[config.mk]
export PLATFORM = sky130hd
export DESIGN_NAME = vdecode_stage
export DESIGN_NICKNAME = d
export VERILOG_FILES = /design/src/vdecode_pkg.sv /design/src/vdecode_if.sv /design/src/vctrl_decode.sv /design/src/element_sequencer.sv /design/src/uop_builder.sv /design/src/vdecode_stage.sv
export VERILOG_INCLUDE_DIRS = /design/src /design/src/src
export SDC_FILE = /design/constraint.sdc
export NUM_CORES = 1
export LEC_CHECK = 0
export BUFFER_PORTS_ARGS = -buffer_cell sky130_fd_sc_hd__buf_2
export CAP_MARGIN = 15
export CORE_MARGIN = 1.5
export CORE_UTILIZATION = 55
export DETAILED_ROUTE_END_ITERATION = 6
export PLACE_DENSITY_LB_ADDON = 0.12
export SETUP_SLACK_MARGIN = 0.4
export SLEW_MARGIN = 20
export SYNTH_ARGS = -nofsm -noshare
export SYNTH_HDL_FRONTEND = slang
export SYNTH_SLANG_ARGS = --single-unit
[constraint.sdc]
create_clock -name CLK -period 3.9 [get_ports CLK]
set_input_delay 0.78 -clock CLK [delete_from_list [all_inputs] [get_ports CLK]]
set_output_delay 0.78 -clock CLK [all_outputs]
set_load 0.1 [all_outputs]
[src/vdecode_defines.svh]
`ifndef VDECODE_DEFINES_SVH
`define VDECODE_DEFINES_SVH

// scalar operand width
`define VD_XLEN 32

// element offset into a register group, wraps at 256
`define VD_OFFSET_W 8

// element count and vl width, vl never exceeds 32
`define VD_CNT_W 6

// v0 mask bits, one per element
`define VD_MASK_W 32

// vector register index
`define VD_REG_W 5

`endif

[src/vdecode_pkg.sv]
`default_nettype none

`include "vdecode_defines.svh"

package vdecode_pkg;

  // vtype element width
  typedef enum logic [1:0] {
    SEW8  = 2'd0,
    SEW16 = 2'd1,
    SEW32 = 2'd2
  } sew_t;

  // load/store width field, instr[14:12]
  typedef enum logic [2:0] {
    EEW8  = 3'b000,
    EEW16 = 3'b101,
    EEW32 = 3'b110
  } eew_t;

  typedef enum logic [1:0] {
    OP_ARITH = 2'd0,
    OP_LOAD  = 2'd1,
    OP_STORE = 2'd2,
    OP_MV_SX = 2'd3
  } op_class_t;

  // where the vs2 read offsets come from
  typedef enum logic [1:0] {
    VS2_NORMAL    = 2'd0,
    VS2_PLUS_RS1  = 2'd1,
    VS2_PLUS_UIMM = 2'd2,
    VS2_ZERO      = 2'd3
  } vs2_src_t;

  // where the vd write offsets come from
  typedef enum logic [1:0] {
    VD_NORMAL    = 2'd0,
    VD_PLUS_RS1  = 2'd1,
    VD_PLUS_UIMM = 2'd2,
    VD_ZERO      = 2'd3
  } vd_src_t;

  typedef logic [`VD_OFFSET_W-1:0] offset_t;
  typedef logic [`VD_REG_W-1:0] reg_idx_t;

  // one element pair, lane 0 in the low wen bit
  typedef struct packed {
    logic     valid;
    reg_idx_t vd;
    offset_t  woffset0;
    offset_t  woffset1;
    offset_t  vs2_offset0;
    offset_t  vs2_offset1;
    logic [1:0] wen;
    logic     last;
  } uop_t;

endpackage

`default_nettype wire

[src/vdecode_if.sv]
`default_nettype none

`include "vdecode_defines.svh"

// decoded command, held from capture until the next one
interface ctrl_if;
  logic start;
  logic [`VD_CNT_W-1:0] count;
  logic [`VD_CNT_W-1:0] vstart;
  vdecode_pkg::reg_idx_t vd;
  vdecode_pkg::vs2_src_t vs2_src;
  vdecode_pkg::vd_src_t vd_src;
  logic vm;
  logic is_store;
  logic is_mv;
  logic [`VD_XLEN-1:0] xs1;
  vdecode_pkg::offset_t uimm;
  logic [`VD_MASK_W-1:0] mask;

  modport decode (output start, count, vstart, vd, vs2_src, vd_src, vm, is_store, is_mv,
                  xs1, uimm, mask);
  modport seq (input start, count, vstart);
  modport build (input vd, vs2_src, vd_src, vm, is_store, is_mv, xs1, uimm, mask);
endinterface

// current element pair from the sequencer
interface element_if;
  logic advance;
  logic pair_valid;
  logic [`VD_CNT_W-1:0] elem_idx;
  logic lane1_active;
  logic last;

  modport seq (output advance, pair_valid, elem_idx, lane1_active, last);
  modport build (input advance, pair_valid, elem_idx, lane1_active, last);
endinterface

`default_nettype wire

[src/vctrl_decode.sv]
`default_nettype none

`include "vdecode_defines.svh"

module vctrl_decode (
  input logic CLK,
  input logic nRST,
  input logic req,
  input logic [31:0] instr,
  input logic [`VD_CNT_W-1:0] vl,
  input logic [`VD_CNT_W-1:0] vstart,
  input vdecode_pkg::sew_t sew,
  input logic [`VD_XLEN-1:0] xs1,
  input logic [`VD_MASK_W-1:0] mask,
  input logic seq_done,
  ctrl_if.decode ctrl
);

  localparam logic [6:0] OPC_OPV   = 7'b1010111;
  localparam logic [6:0] OPC_LOAD  = 7'b0000111;
  localparam logic [6:0] OPC_STORE = 7'b0100111;
  localparam logic [5:0] F6_SLIDEUP   = 6'b001110;
  localparam logic [5:0] F6_SLIDEDOWN = 6'b001111;
  localparam logic [5:0] F6_VMV       = 6'b010000;
  localparam logic [2:0] F3_OPIVI = 3'b011;
  localparam logic [2:0] F3_OPIVX = 3'b100;
  localparam logic [2:0] F3_OPMVX = 3'b110;

  logic idle;
  logic capture;
  logic [6:0] opcode;
  logic [2:0] funct3;
  logic [5:0] funct6;
  vdecode_pkg::eew_t eew;
  vdecode_pkg::op_class_t op_class;
  vdecode_pkg::vs2_src_t vs2_src;
  vdecode_pkg::vd_src_t vd_src;
  logic [`VD_CNT_W-1:0] ls_count;
  logic [`VD_CNT_W-1:0] count;

  assign opcode  = instr[6:0];
  assign funct3  = instr[14:12];
  assign funct6  = instr[31:26];
  assign eew     = vdecode_pkg::eew_t'(funct3);
  assign capture = req & idle;

  always_comb begin : classify
    op_class = vdecode_pkg::OP_ARITH;
    vs2_src  = vdecode_pkg::VS2_NORMAL;
    vd_src   = vdecode_pkg::VD_NORMAL;
    if (opcode == OPC_OPV) begin
      if (funct3 == F3_OPMVX && funct6 == F6_VMV) begin
        op_class = vdecode_pkg::OP_MV_SX;
        vs2_src  = vdecode_pkg::VS2_ZERO;
        vd_src   = vdecode_pkg::VD_ZERO;
      end else if (funct6 == F6_SLIDEUP) begin
        // slideup moves the destination
        if (funct3 == F3_OPIVX) vd_src = vdecode_pkg::VD_PLUS_RS1;
        else if (funct3 == F3_OPIVI) vd_src = vdecode_pkg::VD_PLUS_UIMM;
      end else if (funct6 == F6_SLIDEDOWN) begin
        // slidedown moves the source
        if (funct3 == F3_OPIVX) vs2_src = vdecode_pkg::VS2_PLUS_RS1;
        else if (funct3 == F3_OPIVI) vs2_src = vdecode_pkg::VS2_PLUS_UIMM;
      end
    end else if (opcode == OPC_LOAD) begin
      op_class = vdecode_pkg::OP_LOAD;
    end else if (opcode == OPC_STORE) begin
      op_class = vdecode_pkg::OP_STORE;
    end
  end

  // unit-stride count scaled by eew against sew
  always_comb begin : ls_scale
    if (sew == vdecode_pkg::SEW32 && eew == vdecode_pkg::EEW8) begin
      ls_count = vl >> 2;
    end else if ((sew == vdecode_pkg::SEW32 && eew == vdecode_pkg::EEW16) ||
                 (sew == vdecode_pkg::SEW16 && eew == vdecode_pkg::EEW8)) begin
      ls_count = vl >> 1;
    end else begin
      ls_count = vl;
    end
  end

  always_comb begin : element_count
    case (op_class)
      vdecode_pkg::OP_MV_SX: count = `VD_CNT_W'(1);
      vdecode_pkg::OP_LOAD, vdecode_pkg::OP_STORE: count = ls_count;
      default: count = vl;
    endcase
  end

  // idle until the sequencer sees ack drop
  always_ff @(posedge CLK, negedge nRST) begin
    if (!nRST) begin
      idle       <= 1'b1;
      ctrl.start <= 1'b0;
    end else begin
      ctrl.start <= capture;
      if (capture) idle <= 1'b0;
      else if (seq_done) idle <= 1'b1;
    end
  end

  always_ff @(posedge CLK) begin
    if (capture) begin
      ctrl.count    <= count;
      ctrl.vstart   <= vstart;
      ctrl.vd       <= instr[11:7];
      ctrl.vs2_src  <= vs2_src;
      ctrl.vd_src   <= vd_src;
      ctrl.vm       <= instr[25];
      ctrl.is_store <= (op_class == vdecode_pkg::OP_STORE);
      ctrl.is_mv    <= (op_class == vdecode_pkg::OP_MV_SX);
      ctrl.xs1      <= xs1;
      ctrl.uimm     <= vdecode_pkg::offset_t'(instr[19:15]);
      ctrl.mask     <= mask;
    end
  end

endmodule

`default_nettype wire

[src/element_sequencer.sv]
`default_nettype none

`include "vdecode_defines.svh"

module element_sequencer (
  input logic CLK,
  input logic nRST,
  input logic req,
  input logic stall,
  output logic ack,
  output logic seq_done,
  ctrl_if.seq ctrl,
  element_if.seq elem
);

  logic busy;
  logic [`VD_CNT_W-1:0] idx;
  // one extra bit so the compares near the count cannot wrap
  logic [`VD_CNT_W:0] idx_plus1;
  logic [`VD_CNT_W:0] idx_plus2;
  logic [`VD_CNT_W:0] count_ext;
  logic empty;
  logic final_pair;

  assign count_ext = {1'b0, ctrl.count};
  assign idx_plus1 = {1'b0, idx} + (`VD_CNT_W+1)'(1);
  assign idx_plus2 = {1'b0, idx} + (`VD_CNT_W+1)'(2);

  // nothing to do when vstart is at or past the count
  assign empty = (ctrl.vstart >= ctrl.count);

  assign elem.advance      = ~stall;
  assign elem.pair_valid   = busy && (idx < ctrl.count);
  assign elem.elem_idx     = idx;
  assign elem.lane1_active = (idx_plus1 < count_ext);
  assign elem.last         = elem.pair_valid && (idx_plus2 >= count_ext);

  assign final_pair = elem.advance & elem.last;

  // ack drops once req is seen low
  assign seq_done = ack & ~req;

  always_ff @(posedge CLK, negedge nRST) begin
    if (!nRST) begin
      busy <= 1'b0;
      idx  <= '0;
    end else if (ctrl.start) begin
      busy <= ~empty;
      idx  <= ctrl.vstart;
    end else if (busy && elem.advance) begin
      idx <= idx_plus2[`VD_CNT_W-1:0];
      if (elem.last) busy <= 1'b0;
    end
  end

  // rises with the final pair, or right after start when empty
  always_ff @(posedge CLK, negedge nRST) begin
    if (!nRST) begin
      ack <= 1'b0;
    end else if ((ctrl.start && empty) || final_pair) begin
      ack <= 1'b1;
    end else if (seq_done) begin
      ack <= 1'b0;
    end
  end

endmodule

`default_nettype wire

[src/uop_builder.sv]
`default_nettype none

`include "vdecode_defines.svh"

module uop_builder (
  input logic CLK,
  input logic nRST,
  ctrl_if.build ctrl,
  element_if.build elem,
  output vdecode_pkg::uop_t uop
);

  localparam int MIDX_W = $clog2(`VD_MASK_W);
  localparam int CNT_W  = `VD_CNT_W;

  // lane offset, all sums wrap at the offset width
  function automatic vdecode_pkg::offset_t lane_offset(
    input vdecode_pkg::offset_t base,
    input vdecode_pkg::offset_t shift,
    input logic zero
  );
    if (zero) return '0;
    return base + shift;
  endfunction

  vdecode_pkg::offset_t base0;
  vdecode_pkg::offset_t base1;
  vdecode_pkg::offset_t xs1_off;
  vdecode_pkg::offset_t vs2_shift;
  vdecode_pkg::offset_t vd_shift;
  logic vs2_zero;
  logic vd_zero;
  logic [`VD_CNT_W-1:0] idx1;
  logic mask0;
  logic mask1;
  logic [1:0] wen;
  vdecode_pkg::uop_t next_uop;

  assign base0   = vdecode_pkg::offset_t'(elem.elem_idx);
  assign base1   = base0 + vdecode_pkg::offset_t'(1);
  assign xs1_off = ctrl.xs1[`VD_OFFSET_W-1:0];
  assign idx1    = elem.elem_idx + CNT_W'(1);

  // v0 bits for the two lanes
  assign mask0 = ctrl.mask[elem.elem_idx[MIDX_W-1:0]];
  assign mask1 = ctrl.mask[idx1[MIDX_W-1:0]];

  always_comb begin : vs2_select
    vs2_shift = '0;
    vs2_zero  = 1'b0;
    case (ctrl.vs2_src)
      vdecode_pkg::VS2_PLUS_RS1:  vs2_shift = xs1_off;
      vdecode_pkg::VS2_PLUS_UIMM: vs2_shift = ctrl.uimm;
      vdecode_pkg::VS2_ZERO:      vs2_zero = 1'b1;
      default: ;
    endcase
  end

  always_comb begin : vd_select
    vd_shift = '0;
    vd_zero  = 1'b0;
    case (ctrl.vd_src)
      vdecode_pkg::VD_PLUS_RS1:  vd_shift = xs1_off;
      vdecode_pkg::VD_PLUS_UIMM: vd_shift = ctrl.uimm;
      vdecode_pkg::VD_ZERO:      vd_zero = 1'b1;
      default: ;
    endcase
  end

  always_comb begin : write_enables
    if (ctrl.is_store) begin
      wen = 2'b00;
    end else if (ctrl.is_mv) begin
      // scalar move touches element 0 only
      wen = 2'b01;
    end else begin
      wen[0] = ctrl.vm | mask0;
      wen[1] = elem.lane1_active & (ctrl.vm | mask1);
    end
  end

  always_comb begin : build
    next_uop = '0;
    if (elem.pair_valid) begin
      next_uop.valid       = 1'b1;
      next_uop.vd          = ctrl.vd;
      next_uop.woffset0    = lane_offset(base0, vd_shift, vd_zero);
      next_uop.woffset1    = lane_offset(base1, vd_shift, vd_zero);
      next_uop.vs2_offset0 = lane_offset(base0, vs2_shift, vs2_zero);
      next_uop.vs2_offset1 = lane_offset(base1, vs2_shift, vs2_zero);
      next_uop.wen         = wen;
      next_uop.last        = elem.last;
    end
  end

  // holds while stalled, bubble when no pair is pending
  always_ff @(posedge CLK, negedge nRST) begin
    if (!nRST) begin
      uop <= '0;
    end else if (elem.advance) begin
      uop <= next_uop;
    end
  end

endmodule

`default_nettype wire

[src/vdecode_stage.sv]
`default_nettype none

`include "vdecode_defines.svh"

module vdecode_stage (
  input logic CLK,
  input logic nRST,
  input logic req,
  input logic [31:0] instr,
  input logic [`VD_CNT_W-1:0] vl,
  input logic [`VD_CNT_W-1:0] vstart,
  input vdecode_pkg::sew_t sew,
  input logic [`VD_XLEN-1:0] xs1,
  input logic [`VD_MASK_W-1:0] mask,
  input logic stall,
  output logic ack,
  output logic uop_valid,
  output vdecode_pkg::reg_idx_t uop_vd,
  output vdecode_pkg::offset_t uop_woffset0,
  output vdecode_pkg::offset_t uop_woffset1,
  output vdecode_pkg::offset_t uop_vs2_offset0,
  output vdecode_pkg::offset_t uop_vs2_offset1,
  output logic [1:0] uop_wen,
  output logic uop_last
);

  logic seq_done;
  vdecode_pkg::uop_t uop;

  ctrl_if ctrl_bus ();
  element_if elem_bus ();

  vctrl_decode u_decode (
    .CLK(CLK),
    .nRST(nRST),
    .req(req),
    .instr(instr),
    .vl(vl),
    .vstart(vstart),
    .sew(sew),
    .xs1(xs1),
    .mask(mask),
    .seq_done(seq_done),
    .ctrl(ctrl_bus)
  );

  element_sequencer u_seq (
    .CLK(CLK),
    .nRST(nRST),
    .req(req),
    .stall(stall),
    .ack(ack),
    .seq_done(seq_done),
    .ctrl(ctrl_bus),
    .elem(elem_bus)
  );

  uop_builder u_build (
    .CLK(CLK),
    .nRST(nRST),
    .ctrl(ctrl_bus),
    .elem(elem_bus),
    .uop(uop)
  );

  // micro-op fields out as flat ports
  assign uop_valid       = uop.valid;
  assign uop_vd          = uop.vd;
  assign uop_woffset0    = uop.woffset0;
  assign uop_woffset1    = uop.woffset1;
  assign uop_vs2_offset0 = uop.vs2_offset0;
  assign uop_vs2_offset1 = uop.vs2_offset1;
  assign uop_wen         = uop.wen;
  assign uop_last        = uop.last;

endmodule

`default_nettype wire

### Yosys cells after proc, flatten, opt, wreduce, memory -nomap -nowiden

Index checks and enable logic that the tools add are counted.

| operators by class | value |
|---|---|
| $add $sub $neg | 8 |
| order comparisons | 6 |
| equality and inequality tests | 21 |
| muxes and demuxes | 44 |
| bitwise gates (word level) | 9 |
| reductions and logical operators | 17 |

Operators with widths:

| cell | count |
|---|---|
| 2-to-1 mux 8 bit | 6 |
| 2-to-1 mux 41 bit | 1 |
| case mux 8 bit (2 select lines) | 2 |
| 2-to-1 mux 2 bit | 13 |
| 2-to-1 mux 6 bit | 4 |
| adder 6 x 8 -> 8 bit | 2 |
| adder 8 bit | 2 |
| 2-to-1 mux 1 bit | 15 |
| adder 6 x 1 -> 7 bit, second input constant | 2 |
| == test 2 bit, second input constant | 7 |
| == test 6 x 4 -> 1 bit, second input constant | 2 |
| < comparator 5 x 6 -> 1 bit, second input constant | 2 |
| case mux 6 bit (2 select lines) | 1 |
| binary-select mux 1 bit (select 5 bit) | 2 |
| == test 3 bit, second input constant | 3 |
| == test 2 x 1 -> 1 bit, second input constant | 4 |
| logical AND 1 bit | 8 |
| nonzero test 2 bit | 4 |
| adder 6 x 2 -> 7 bit, second input constant | 1 |
| == test 7 x 3 -> 1 bit, second input constant | 1 |
| == test 7 x 6 -> 1 bit, second input constant | 1 |
| == test 7 bit, second input constant | 1 |
| >= comparator 7 x 6 -> 1 bit | 1 |
| < comparator 7 x 6 -> 1 bit | 1 |
| other kinds (12) | 19 |

| storage, ports and cells | value |
|---|---|
| register bits | 120 |
| input bits | 114 |
| output and inout port bits | 42 |
| logic and storage cells | 129 |

### Depth between registers and ports, before layout

| depth | value |
|---|---|
| depth after elaboration | 8 |
| depth in mapped cells | 15 |
| mapped depth without buffers | 14 |

### By module

A second synthesis with hierarchy kept.

| unflattened totals | value |
|---|---|
| cells, all modules | 659 |
| area total of the unflattened synthesis | 7897.6 um^2 |

By module, submodules not included:

| module | instances | cells each | area an instance (um^2) | sequential area each (um^2) |
|---|---|---|---|---|
| uop_builder | 1 | 382 | 3548.4 | 1026.0 |
| vctrl_decode | 1 | 161 | 3319.4 | 2844.0 |
| element_sequencer | 1 | 116 | 1029.7 | 200.2 |

### Worst setup path before layout

No wires, ideal clock.

| timing path | value |
|---|---|
| path kind | input-to-reg |
| start | in req |
| end | reg u_decode.ctrl.count[0] (enable) |
| library setup time | 435 ps |
| arrival time | 2407 ps |
| required time | 3465 ps |
| path slack | 1058 ps |
| stages | 1 |
| buffers on the path | 0 |
| cell sequence | and2_1 |

| between the ends | value |
|---|---|
| longest elaborated chain between the ends | 1 |

RTL lines:

| item | RTL line | text |
|---|---|---|
| from (decl) | vdecode_stage.sv:8 | `input logic req,` |
| AND 1 bit | vctrl_decode.sv:45 | `assign capture = req & idle;` |
| to (decl) | vdecode_if.sv:20 | `modport decode (output start, count, vstart, vd, vs2_src, vd_src, vm, is_store, is_mv,` |

No other way between the ends.
A chain may end at the register's enable or synchronous reset.

### Worst setup path in the final report

| timing path | value |
|---|---|
| start | reg u_seq.idx[1] (netlist: u_seq.elem.elem_idx[1]) |
| end | reg u_build.uop[26] (netlist name) |

| between the ends | value |
|---|---|
| longest elaborated chain between the ends | 4 |
| elaborated cells between the ends (all ways) | 6 |
| classes of those cells | add/sub: 2; order compare: 1; mux: 2; reduce/logical: 1 |

RTL lines:

| item | RTL line | text |
|---|---|---|
| from (decl) | element_sequencer.sv:17 | `` logic [`VD_CNT_W-1:0] idx; `` |
| from (signal assigned) | element_sequencer.sv:49 | `idx <= ctrl.vstart;` |
| from (signal assigned) | element_sequencer.sv:51 | `` idx <= idx_plus2[`VD_CNT_W-1:0]; `` |
| adder 6 x 1 -> 7 bit | uop_builder.sv:40 | `assign base1 = base0 + vdecode_pkg::offset_t'(1);` |
| adder 8 bit | uop_builder.sv:23 | `return base + shift;` |
| 2-to-1 mux 8 bit | uop_builder.sv:23 |  |
| 2-to-1 mux 41 bit (*) | uop_builder.sv:84 | `if (elem.pair_valid) begin` |

Every way passes the cells marked *; elsewhere a longest branch is shown, timed or not.

==> impl_metrics.ini <==
[sta]
fin_crit_sh_pct = 80.5
fin_skew_ps = 6.91
setup_tns_ps = 0
finalSetupViolations = 0
worst_pin_slew_ps = 688
rsz0062_at_grt = no
hold_violations = 0
relSlewSlack_pct = 54.2
finalMaxSlewViolations = 0
min_period_ps = 3140
whs_ps = 366
fmax_mhz = 319

[cts]
clock_latency_ps = 410
cts_hold_buf = 0
cts_buffer_depth = 2
cts.sinks = 120
cts_tree = yes
cts-root-buf = clkbuf_16
htreeDepth = 4
cts_made_buffers = 17
cts_resized = 0
postCtsSetupBuffers = 0
clkSlewWorstSetupHoldPaths_ps = 60

[status]
outcome = finished, final reports clean

[cells_and_area]
layout-drive-gt1-share_pct = 26.0
final_cell_mix = buf_2, edfxtp_1, ha_1
finalCoreUtilization_pct = 68.7
mostFrequentLayoutCell = buf_2
antenna_cells = 0
syn_to_final_growth_pct = 21.3
nets = 893

[yosys]
synthArstFlopShare_pct = 42.5
synth_cells = 578
yosysSeqAreaShare_pct = 49.0
ys.flop_type = edfxtp_1
syn_area_mm2 = 0.00683
synth_seq_cells = 120
syn_avg_cell_area_um2 = 11.8
yosysWarningCount = 0
synth_nets = 754
synth_edf_count = 69
synth_cell_types = 61

[route]
avgRoutedWirePerCell_um = 17.7
vias_per_cell = 5.65
dr.first_iter.drc_count = 242
vias = 5070
ant_nets = 0
wl_um = 15900
route.detailed.drc = 0
dr.pass1.iters = 5

[setup_path]
end_kind = register
slowest_delay_ps = 530
cp_common_cell = a21oi_1
slowest_stage = dfrtp_1
critical_path.top_delay_family = adder cells
critPathLaunchType = register
worst-path-buf-inv = 1
crit_type = register to register
critPathArrivalTime_ps = 3420
path_cells = ha_1 -> xnor2_2 -> inv_2 -> ha_1 -> a21oi_1 -> nor2b_1 -> nor3_1 -> a21oi_1 -> a21oi_1 -> xnor2_1 -> o21ai_1
crit_required_ps = 4180
worstPathMaxFanout = 8

[grt]
grt_use_total_pct = 25.9
grt_pass1_vias = 5061
grt_antenna_before_repair = 0
grt_max_degree = 53
grt_pass1_wl_um = 25000
overflow = 0

[floorplan]
placementRows = 40
io_pins = 156
coreArea_mm2 = 0.0121
die_w_um = 114
die_h_um = 114
start_util_pct = 56.6
die_area_mm2 = 0.0131

[run]
maxCapViolCount = 0

[placement]
port_buffers = 126
gp_congestion = 0.939
dp_hpwl_um = 11900

[power_and_ir_drop]
powerDensity_mw_per_mm2 = 824
ir_drop_mv = 0.446
leakage_nw = 3.71

[worst_hold_path]
hp-class = primary input to asynchronous set/reset pin
[layout make-up]
class                      count  area, µm²
clock buffer                  19        433
clock inverter                13        178
fill                         916       3780
inverter                      27        101
multi-input combinational    414       3300
sequential                   120       3350
tap                          168        210
timing repair buffer         137        713
[worst paths after layout]
path | start | end | slack (ps) | cells past startpoint
setup / recovery | u_seq.elem.elem_idx[1] | u_build.uop[26] | 760 | 11
hold reg to reg | u_decode.ctrl.vd[4] | u_build.uop[39] | 460 | 1
setup reg to reg | u_seq.elem.elem_idx[1] | u_build.uop[26] | 760 | 11
max in group asynchronous | nRST | u_build.uop[3] | 2760 | 2
hold / removal | nRST | u_build.uop[20] | 370 | 1
min in group CLK | u_decode.ctrl.vd[4] | u_build.uop[39] | 460 | 1
[metrics by stage]
| step | cells | area (µm²) | power (mW) | setup WS (ps) |
|---|---|---|---|---|
| after floorplan | 578 | 6830 | 4.46 | 1060 |
| final | 898 | 8280 | 6.82 | 761 |
| after CTS | 898 | 8280 | 6.85 | 790 |
| after global routing | 898 | 8280 | 7.18 | 494 |
| after global placement | 866 | 7670 | 5.14 | 806 |
| after detailed placement | 866 | 7670 | 5.22 | 681 |
[flip-flops by register name, indices dropped and copies added, names as in the netlist]
name	count
u_seq.ack	1
u_decode.ctrl.vm	1
u_seq.elem.elem_idx	6
u_seq.busy	1
u_decode.ctrl.start	1
u_decode.ctrl.is_mv	1
u_decode.ctrl.vstart	6
u_decode.ctrl.is_store	1
u_build.uop	41
u_decode.idle	1
u_decode.ctrl.xs1	8
u_decode.ctrl.uimm	5
u_decode.ctrl.vd	5
u_decode.ctrl.count	6
u_decode.ctrl.vs2_src	2
u_decode.ctrl.vd_src	2
u_decode.ctrl.mask	32
[synthesized netlist by cell type (2+ instances only)]
master,instances,share of area [%]
a21oi_1,29,2.1
xnor2_1,16,2.1
and2_1,8,0.73
nand3_1,9,0.66
nor3b_1,2,0.22
o21ai_1,31,2.3
xor2_1,20,2.6
clkbuf_1,11,0.60
fa_1,4,1.2
or2_2,3,0.27
buf_6,2,0.33
a22oi_1,9,0.99
a22o_1,14,1.8
ha_1,58,11
buf_2,3,0.22
nor2b_1,9,0.82
or3_1,2,0.18
dfrtp_1,50,18
nor4b_1,3,0.38
mux2i_1,4,0.59
inv_1,25,1.4
a21o_1,12,1.3
edfxtp_1,69,30
nand2_1,56,3.1
nand2b_1,10,0.92
nand3b_1,2,0.22
nor4_1,3,0.27
nand4_1,3,0.27
mux4_2,12,4.0
o31ai_1,2,0.22
o21a_1,3,0.33
nor3_1,9,0.66
nor2_1,32,1.8
a32o_1,2,0.29
o21ai_0,17,1.2
inv_2,2,0.11
mux4_1,8,3.1
[report_power, final]
part,internal (mW),switching [mW]
logic,1.05,2.31
registers,1.63,0.211
clock network,1.06,0.560
total,3.74,3.08
[cell families after synthesis]
logic type	Yosys count	share of synthesized area (%)
and+or+nand+nor	157	11.3
xor gates and xnor gates	37	4.85
AOI/OAI and AO/OA	132	12.4
adders and majority gates	63	11.9
muxes	25	7.78
DFF	120	49.0
buffers and inverters	44	2.69
[metal layers]
metal | vias to the layer above | wire length [µm] | GRT usage, %
met3 | 34 | 723 | 6.93
met4 | 0 | 437 | 11.0
li1 | 2421 | - | -
met2 | 140 | 8010 | 43.8
met5 | - | 0 | 0
met1 | 2475 | 6740 | 31.3
[worst register-to-register path, cell delays in order (launching register included)]
cell and delay [ps]:
dfrtp_1 530, ha_1 310, xnor2_2 410, inv_2 180, ha_1 340, a21oi_1 190, nor2b_1 70, nor3_1 420
a21oi_1 120, a21oi_1 200, xnor2_1 150, o21ai_1 70
No activity file was read; power rests on OpenSTA's default activity.
